**src/hdl/ocp_master_pkg.sv**
```systemverilog
// OCP master shared definitions
// Bus widths, OCP command and response codes, payload types

package ocp_master_pkg;

  // Bus widths
  localparam int ADDR_W = 32;
  localparam int DATA_W = 32;
  localparam int BYTE_W = DATA_W / 8;
  localparam int LEN_W  = 10;

  // Byte address step between consecutive burst words
  localparam int unsigned ADDR_INCR = BYTE_W;

  // Payload types
  typedef logic [ADDR_W-1:0] addr_t;
  typedef logic [DATA_W-1:0] data_t;
  typedef logic [BYTE_W-1:0] be_t;
  typedef logic [LEN_W-1:0]  len_t;

  // MCmd codes in use
  // Other OCP commands are not issued by this master
  typedef enum logic [2:0] {
    IDLE = 3'd0,
    WR   = 3'd1,
    RD   = 3'd2
  } cmd_t;

  // SResp codes
  typedef enum logic [1:0] {
    NULL = 2'd0,
    DVA  = 2'd1,
    FAIL = 2'd2,
    ERR  = 2'd3
  } resp_t;

endpackage

```
**src/hdl/ocp_cmd_fsm.sv**
```systemverilog
// OCP command FSM
// Steps idle/write/read and flags burst start and word accept

`timescale 1ns/10ps

module ocp_cmd_fsm (
  input  logic                 Clk,
  input  logic                 reset,
  input  logic                 read_request,
  input  logic                 write_request,
  input  logic                 SCmdAccept,
  input  logic                 req_last,
  output ocp_master_pkg::cmd_t MCmd,
  output logic                 ocp_ready,
  output logic                 start,
  output logic                 advance
);

  import ocp_master_pkg::*;

  cmd_t state;
  cmd_t state_next;

  // Ready for a new request only in idle
  assign ocp_ready = (state == IDLE);

  // One-cycle pulse, state leaves idle on this edge
  assign start = ocp_ready & (read_request | write_request);

  // Word handed to the slave on this edge
  assign advance = (state != IDLE) & SCmdAccept;

  // Command is the state itself
  assign MCmd = state;

  always_comb begin
    state_next = state;
    case (state)
      IDLE: begin
        // Read has priority over write
        if (read_request) begin
          state_next = RD;
        end else if (write_request) begin
          state_next = WR;
        end
      end
      WR, RD: begin
        // Back to idle once the last word is taken
        if (advance && req_last) begin
          state_next = IDLE;
        end
      end
      default: begin
        state_next = IDLE;
      end
    endcase
  end

  always_ff @(posedge Clk) begin
    if (reset) begin
      state <= IDLE;
    end else begin
      state <= state_next;
    end
  end

endmodule

```
**src/hdl/burst_addr_gen.sv**
```systemverilog
// Incrementing burst generator
// Holds the request fields and steps address, data and word count

`timescale 1ns/10ps

module burst_addr_gen (
  input  logic                  Clk,
  input  logic                  reset,
  input  logic                  start,
  input  logic                  advance,
  input  ocp_master_pkg::addr_t address,
  input  ocp_master_pkg::len_t  burst_length,
  input  ocp_master_pkg::be_t   valid_bytes,
  input  ocp_master_pkg::data_t write_data,
  output ocp_master_pkg::addr_t MAddr,
  output ocp_master_pkg::data_t MData,
  output ocp_master_pkg::be_t   MByteEn,
  output ocp_master_pkg::len_t  MBurstLength,
  output logic                  MReqLast,
  output logic                  req_last
);

  import ocp_master_pkg::*;

  // Words accepted so far in this burst
  len_t burst_count;

  // Final word while count sits at length minus one
  assign MReqLast = (burst_count == (MBurstLength - len_t'(1)));

  // Same flag, fanned to the FSM
  assign req_last = MReqLast;

  // Count and length decide the last-word flag
  // Both cleared so the flag starts low
  always_ff @(posedge Clk) begin
    if (reset) begin
      burst_count  <= '0;
      MBurstLength <= '0;
    end else if (start) begin
      burst_count  <= '0;
      MBurstLength <= burst_length;
    end else if (advance) begin
      // Ends at the length, flag drops with it
      burst_count <= burst_count + len_t'(1);
    end
  end

  // Request payload
  always_ff @(posedge Clk) begin
    if (start) begin
      // Capture the bridge request
      MAddr   <= address;
      MByteEn <= valid_bytes;
      MData   <= write_data;
    end else if (advance) begin
      // Next word address, one word up
      MAddr <= MAddr + addr_t'(ADDR_INCR);

      // Source shows the next word once it sees this one accepted
      if (!MReqLast) begin
        MData <= write_data;
      end
    end
  end

endmodule

```
**src/hdl/resp_stream_slot.sv**
```systemverilog
// OCP response to stream slot
// One-entry holding register with back-pressure to the slave

`timescale 1ns/10ps

module resp_stream_slot (
  input  logic                  Clk,
  input  logic                  reset,
  input  ocp_master_pkg::resp_t SResp,
  input  ocp_master_pkg::data_t SData,
  input  logic                  SRespLast,
  input  logic                  s_axis_tready,
  output logic                  MRespAccept,
  output logic                  s_axis_tvalid,
  output ocp_master_pkg::data_t s_axis_tdata,
  output logic                  s_axis_tuser,
  output logic                  s_axis_tlast
);

  import ocp_master_pkg::*;

  logic resp_take;
  logic resp_load;

  // Room when empty or draining this cycle
  assign MRespAccept = ~s_axis_tvalid | s_axis_tready;

  // Response transfers on this edge
  assign resp_take = MRespAccept & (SResp != NULL);

  // Only DVA and FAIL reach the stream
  // ERR is taken and dropped
  assign resp_load = resp_take & ((SResp == DVA) | (SResp == FAIL));

  // Slot occupancy
  always_ff @(posedge Clk) begin
    if (reset) begin
      s_axis_tvalid <= 1'b0;
    end else if (resp_load) begin
      s_axis_tvalid <= 1'b1;
    end else if (s_axis_tready) begin
      s_axis_tvalid <= 1'b0;
    end
  end

  // Slot payload, held until the sink takes it
  always_ff @(posedge Clk) begin
    if (resp_load) begin
      s_axis_tdata <= SData;
      s_axis_tuser <= (SResp == FAIL);
      s_axis_tlast <= SRespLast;
    end
  end

endmodule

```
**src/hdl/ocp_master_top.sv**
```systemverilog
// OCP 2.2 single-thread burst master
// Bridge request in, OCP request group out, responses onto a stream port

`timescale 1ns/10ps

module ocp_master_top (
  input  logic                  Clk,
  input  logic                  reset,

  // Bridge side
  input  logic                  read_request,
  input  logic                  write_request,
  input  ocp_master_pkg::addr_t address,
  input  ocp_master_pkg::len_t  burst_length,
  input  ocp_master_pkg::be_t   valid_bytes,
  input  ocp_master_pkg::data_t write_data,
  output logic                  ocp_ready,

  // OCP request and response groups
  output ocp_master_pkg::cmd_t  MCmd,
  output ocp_master_pkg::addr_t MAddr,
  output ocp_master_pkg::data_t MData,
  output ocp_master_pkg::be_t   MByteEn,
  output ocp_master_pkg::len_t  MBurstLength,
  output logic                  MReqLast,
  output logic                  MRespAccept,
  input  logic                  SCmdAccept,
  input  ocp_master_pkg::resp_t SResp,
  input  ocp_master_pkg::data_t SData,
  input  logic                  SRespLast,

  // Response stream
  output logic                  s_axis_tvalid,
  output ocp_master_pkg::data_t s_axis_tdata,
  output logic                  s_axis_tuser,
  output logic                  s_axis_tlast,
  input  logic                  s_axis_tready
);

  // FSM to generator strobes
  logic start;
  logic advance;
  logic req_last;

  // Command state
  ocp_cmd_fsm u_cmd_fsm (
    .Clk           (Clk),
    .reset         (reset),
    .read_request  (read_request),
    .write_request (write_request),
    .SCmdAccept    (SCmdAccept),
    .req_last      (req_last),
    .MCmd          (MCmd),
    .ocp_ready     (ocp_ready),
    .start         (start),
    .advance       (advance)
  );

  // Request fields
  burst_addr_gen u_addr_gen (
    .Clk          (Clk),
    .reset        (reset),
    .start        (start),
    .advance      (advance),
    .address      (address),
    .burst_length (burst_length),
    .valid_bytes  (valid_bytes),
    .write_data   (write_data),
    .MAddr        (MAddr),
    .MData        (MData),
    .MByteEn      (MByteEn),
    .MBurstLength (MBurstLength),
    .MReqLast     (MReqLast),
    .req_last     (req_last)
  );

  // Response path, independent of the request side
  resp_stream_slot u_resp_slot (
    .Clk           (Clk),
    .reset         (reset),
    .SResp         (SResp),
    .SData         (SData),
    .SRespLast     (SRespLast),
    .s_axis_tready (s_axis_tready),
    .MRespAccept   (MRespAccept),
    .s_axis_tvalid (s_axis_tvalid),
    .s_axis_tdata  (s_axis_tdata),
    .s_axis_tuser  (s_axis_tuser),
    .s_axis_tlast  (s_axis_tlast)
  );

endmodule

```
**config.mk**
```make
export PLATFORM = sky130hd
export DESIGN_NAME = ocp_master_top
export DESIGN_NICKNAME = d
export VERILOG_FILES = /design/src/hdl/ocp_master_pkg.sv /design/src/hdl/ocp_cmd_fsm.sv /design/src/hdl/burst_addr_gen.sv /design/src/hdl/resp_stream_slot.sv /design/src/hdl/ocp_master_top.sv
export SDC_FILE = /design/constraint.sdc
export NUM_CORES = 1
export LEC_CHECK = 0
export BUFFER_PORTS_ARGS = -buffer_cell sky130_fd_sc_hd__buf_2
export CORE_MARGIN = 1
export CORE_UTILIZATION = 47
export DETAILED_ROUTE_END_ITERATION = 16
export PLACE_DENSITY = 0.8
export SYNTH_ARGS = -nofsm -noshare
export SYNTH_HDL_FRONTEND = slang
export SYNTH_SLANG_ARGS = --single-unit
```
**constraint.sdc**
```tcl
create_clock -name Clk -period 4.27 [get_ports Clk]
set_input_delay 0.854 -clock Clk [delete_from_list [all_inputs] [get_ports Clk]]
set_output_delay 0.854 -clock Clk [all_outputs]
set_load 0.05 [all_outputs]
```
## After elaboration in Yosys (flattened, before gate mapping)

Index checks and enable logic that the tools add are counted.

- Input bits: 119
- Register bits: 126
- Logic and storage cells: 50

- Eq/ne operators: 8
- Bitwise gates (word level): 8
- Mux-type cells: 11
- Add/sub/neg operators: 3
- Reductions and logical operators: 10

Operators with widths:

| operator | number |
|---|---|
| $mux W32 | 5 |
| $add A32 B3 Y32 const B | 1 |
| $add A10 B1 Y10 const B | 1 |
| $eq A10 B10 Y1 | 1 |
| $sub A10 B1 Y10 const B | 1 |
| $mux W3 | 3 |
| $pmux W3 S2 | 1 |
| $reduce_bool A2 Y1 | 3 |
| $and A1 B1 Y1 | 4 |
| $reduce_and A2 Y1 | 2 |
| $reduce_or A2 Y1 | 2 |
| $eq A3 B1 Y1 const B | 1 |
| $eq A3 B2 Y1 const B | 1 |
| $logic_not A3 Y1 | 1 |
| $ne A3 B3 Y1 const B | 1 |
| $or A1 B1 Y1 | 3 |
| $reduce_bool A3 Y1 | 1 |
| $eq A2 B1 Y1 const B | 1 |
| $eq A2 B2 Y1 const B | 1 |
| $mux W1 | 2 |
| $ne A2 B1 Y1 const B | 1 |
| $ne A2 B2 Y1 const B | 1 |
| $logic_and A1 B1 Y1 | 1 |
| $not A1 Y1 | 1 |

## Logic depth before layout (Yosys ltp)

- Word-level depth: 5
- Gate-level depth with buffers: 8
- Gate-level depth less buffers: 8

## By module

Synthesis repeated with hierarchy kept, for this count alone.

- Cell total of the unflattened synthesis: 424
- Area total of the unflattened synthesis: 5401.4 um^2

Modules (own cells, without submodules):

| module | instances | area each (um^2) | cells an instance |
|---|---|---|---|
| burst_addr_gen | 1 | 4111.4 | 363 |
| resp_stream_slot | 1 | 1123.6 | 43 |
| ocp_cmd_fsm | 1 | 166.4 | 18 |

## Worst setup path after synthesis

Ideal clock, no wire load.

- Path type: register to register
- Start: register u_addr_gen.MBurstLength[0]
- End: register u_addr_gen.MData[0], enable pin
- Stages on the path, launching flop included: 9
- Path buffers: 0
- Data arrival time: 3293 ps
- Path slack: 472 ps
- Period minus slack after synthesis: 3798 ps
- Path through: dfxtp_1 > inv_1 > ha_1 > nor4b_4 > a211o_1 > o221ai_1 > a21oi_1 > a211oi_2 > o21ai_1

- Cells in the longest elaborated chain, start to end: 4

Ends and longest elaborated chain:

| element | line | source |
|---|---|---|
| start: declaration | burst_addr_gen.sv:18 | `output ocp_master_pkg::len_t MBurstLength,` |
| start signal: assignment | burst_addr_gen.sv:42 | `MBurstLength <= burst_length;` |
| $sub A10 B1 Y10 | burst_addr_gen.sv:29 | `assign MReqLast = (burst_count == (MBurstLength - len_t'(1)));` |
| $eq A10 B10 Y1 | burst_addr_gen.sv:29 |  |
| via MReqLast | ocp_master_top.sv:25 | `output logic MReqLast,` |
| $ne A2 B2 Y1 (no source line) | - |  |
| $reduce_and A2 Y1 (no source line) | - |  |
| end signal: assignment | burst_addr_gen.sv:55 | `MData <= write_data;` |
| end signal: assignment | burst_addr_gen.sv:62 | `MData <= write_data;` |
| end: declaration | burst_addr_gen.sv:16 | `output ocp_master_pkg::data_t MData,` |

The timed path passes the listed nets, and every way through them passes these cells.
A chain may end at the register's enable or synchronous reset.

## Worst setup path after layout

- Start: register u_addr_gen.MBurstLength[0]
- End: output MReqLast

- Cells in the longest elaborated chain, start to end: 2

Ends and longest elaborated chain:

| element | line |
|---|---|
| $sub A10 B1 Y10 | burst_addr_gen.sv:29 |
| $eq A10 B10 Y1 | burst_addr_gen.sv:29 |
| end: declaration | ocp_master_top.sv:25 |

Every way passes these cells.

==> impl_metrics.yaml <==
die:
  rows: 38
  dieArea_sq_um: 11500
  pin_count: 238
  die_h_um: 107
  fp.coreArea_sq_um: 10800
  die_w_um: 107
  start_util_pct: 48.1
clock_tree:
  ctsHoldBuffers: 0
  cts_resized: 0
  cts_tree: "built"
  cts_sinks: 125
  post_cts_buffers: 0
  numCtsBuffers: 17
  cts_max_path_buffers: 2
  clock_latency_ns: 0.51
  htree_levels: 4
  clkSlewWorstSetupHoldPaths_ns: 0.06
  cts_root_buf: "clkbuf_8"
power:
  p_switching_uw: 2250
  p_int_uw: 2990
  power.share.sequential_pct: 37.2
  leakagePower_uw: 0.00300
  ir_worst_vdd_uv: 449
  p_clk_share_pct: 25.8
  sw_frac_of_total_pct: 43.0
  combPwrFrac_pct: 36.9
  power.density_nw_per_um2: 735
place:
  dp.final_hpwl_mm: 10.4
  dp_cells: 783
  place.gp.congestion: 0.842
  dp_slack_ns: 1.34
  placed_area_sq_um: 6560
  port_buffers: 236
worst_setup_path:
  endpoint_kind: "output port"
  timing.rr.end: "u_addr_gen.MData[25]"
  r2r_setup_slack_ns: 1.80
  cp.required_ns: 3.42
  path_cells: "inv_1 > ha_1 > nor4b_4 > a211o_1 > o221ai_1 > a21oi_1 > a211oi_2 > buf_2"
  r2r_start: "u_addr_gen.MBurstLength[0]"
  critical_path_buf_inv_count: 2
  path_delay_family: "compound AO/OA/AOI/OAI gates"
  path_max_fanout: 6
  max_stage_delay_ns: 0.44
  reg2regPathDepth: 9
  crit_arrival_ns: 2.65
  cp-start-kind: "flop"
  crit_slowest_cell: "dfxtp_1"
  critical_path_class: "flop to output port"
sta:
  final.setup.tns_ns: 0
  rsz0062_at_grt: "no"
  clock.fmax_mhz: 285
  period_minus_slack_ns: 3.51
  fin_crit_sh_pct: 82.1
  clock_skew_ns: 0.0102
  setup_viol: 0
  final-max-slew-violation-count: 0
  relSlewSlack_pct: 62.6
  fin_ws_ns: 0.763
  tightest_slew_ns: 0.560
  hold_viol_final: 0
routing:
  drcViolationCount: 0
  dr.pass1.iters: 8
  vias_per_cell: 5.10
  avgRoutedWirePerCell_um: 17.0
  vias: 4159
  drt_iter0_markers: 253
  wirelength_mm: 13.9
  ant_nets: 0
synth:
  synth-main-ff-cell: "edfxtp_1"
  synth_nets: 540
  synth_edf_count: 102
  syn_avg_cell_area_sq_um: 12.6
  yosysWarnings: 0
  syn_inst: 415
  synthArstFlopShare_pct: 0
  yosysSeqAreaShare_pct: 67.6
  ys_seq_elements: 125
  syn_area_sq_um: 5210
  synthDistinctLibCells: 38
global_routing:
  track_usage_pct: 24.4
  grt_first_pass_wirelength_mm: 20.8
  grt-ovfl-total: 0
  grt_start_max_net_pins: 66
  antenna_found_initial: 0
  grt_pass1_vias: 3997
run:
  maxCapViolations: 0
finish:
  nets: 787
  final_util_pct: 65.7
  diodes: 0
  area_delta_synth_final_pct: 36.7
  layout-drive-gt1-share_pct: 41.9
  final_area_sq_um: 7130
  layoutNonFillerInstCount: 815
worst_hold_path:
  min_to: "u_addr_gen.MBurstLength[9]"
  min_path_cells: 2
  hold_path_startpoint: "u_addr_gen.MBurstLength[9]"
  hold_class: "flop to flop"
status:
  outcome: "complete, no violations"
routing by layer:
| metal | track usage, % | part of all wire [%] | vias to the layer above | routed length [um] |
|---|---|---|---|---|
| met5 | 0 | 0 | - | 0 |
| met4 | 6.95 | 1.1 | 0 | 157 |
| met3 | 6.96 | 7.2 | 16 | 998 |
| met2 | 44.5 | 54 | 185 | 7560 |
| met1 | 27.7 | 37 | 1988 | 5170 |
| li1 | - | - | 1970 | - |
worst max-delay path by stage:
stage,startpoint,endpoint,slack (ns),depth (start not counted)
floorplan,u_addr_gen.MBurstLength[0],u_addr_gen.MData[0],0.47,8
global placement,u_addr_gen.MBurstLength[0],MReqLast,1.43,8
detailed placement,u_addr_gen.MBurstLength[0],MReqLast,1.34,8
CTS,u_addr_gen.MBurstLength[0],MReqLast,0.77,8
global route,u_addr_gen.MBurstLength[0],MReqLast,0.67,8
finish,u_addr_gen.MBurstLength[0],MReqLast,0.76,8
cell families after synthesis:
family	share of synthesized area, %
buffers and inverters	1.73
adders and majority gates	1.44
muxes	0.192
other	0.0719
DFF	67.6
xor gates and xnor gates	8.40
AOI/OAI and AO/OA	6.17
and+or+nand+nor	14.4
worst reg2reg max path, cell delays in order, from the launching register on:
cell	delay (ns)
dfxtp_1	0.37
inv_1	0.08
ha_1	0.20
nor4b_4	0.34
a211o_1	0.19
o221ai_1	0.11
a21oi_1	0.21
a211oi_2	0.10
o21ai_2	0.13
buf_4	0.37
registers in the layout (all words and copies together), names as in the netlist:
| register | count |
|---|---|
| u_addr_gen.MAddr | 32 |
| u_addr_gen.MBurstLength | 10 |
| u_addr_gen.MByteEn | 4 |
| u_addr_gen.MData | 32 |
| u_addr_gen.burst_count | 10 |
| u_cmd_fsm.MCmd | 2 |
| u_resp_slot.s_axis_tdata | 32 |
| u_resp_slot.s_axis_tlast | 1 |
| u_resp_slot.s_axis_tuser | 1 |
| u_resp_slot.s_axis_tvalid | 1 |
area by class of cell:
type | instances | area [sq um]
clock buffers | 18 | 418
clock inverters | 14 | 146
fillers | 852 | 3710
inverters | 10 | 37.5
multi-input cells | 267 | 1610
flip-flops and latches | 125 | 3520
well taps | 140 | 175
repair buffers | 241 | 1220
layout by cell type, fill, tap and decap left out, types with 5 or more instances in the layout:
cell          n
clkinvlp_4    6
ha_1          6
inv_1         9
buf_2       236
edfxtp_1    102
xnor2_1      28
xor2_1       22
dfxtp_1      23
o21ai_0      25
a21oi_1      16
nand2_1      69
nor2_1       24
and3_1        8
o21ai_1       7
nand3_1      17
nand4_1       9
clkbuf_16    16
buf_4         5
power groups by stage:
stage | Clock, uW | Sequential, uW | Combinational, uW
3_5_place_dp | 0 | 1970 | 1930
4_1_cts | 1390 | 1950 | 1940
6_report | 1350 | 1950 | 1930
5_1_grt | 1430 | 1980 | 2050
2_1_floorplan | 0 | 2870 | 532
3_3_place_gp | 0 | 1950 | 1890
per-stage QoR:
step                      hold WS [ns]  power (uW)
after global placement           0.490        3840
after floorplan                  0.478        3400
after CTS                        0.487        5270
after global routing             0.485        5460
after detailed placement         0.495        3900
final                            0.499        5230
synthesized netlist by cell type (9+ instances only):
master    count  area [sq um]
a21oi_1      16          80.1
clkbuf_1     12          45.0
dfxtp_1      23           460
edfxtp_1    102          3060
inv_1         9          33.8
nand2_1      69           259
nand3_1      17          85.1
nand4_1       9          56.3
nor2_1       24          90.1
o21ai_0      25           125
xnor2_1      28           245
xor2_1       22           193
Power figures use the tool's default switching activity.
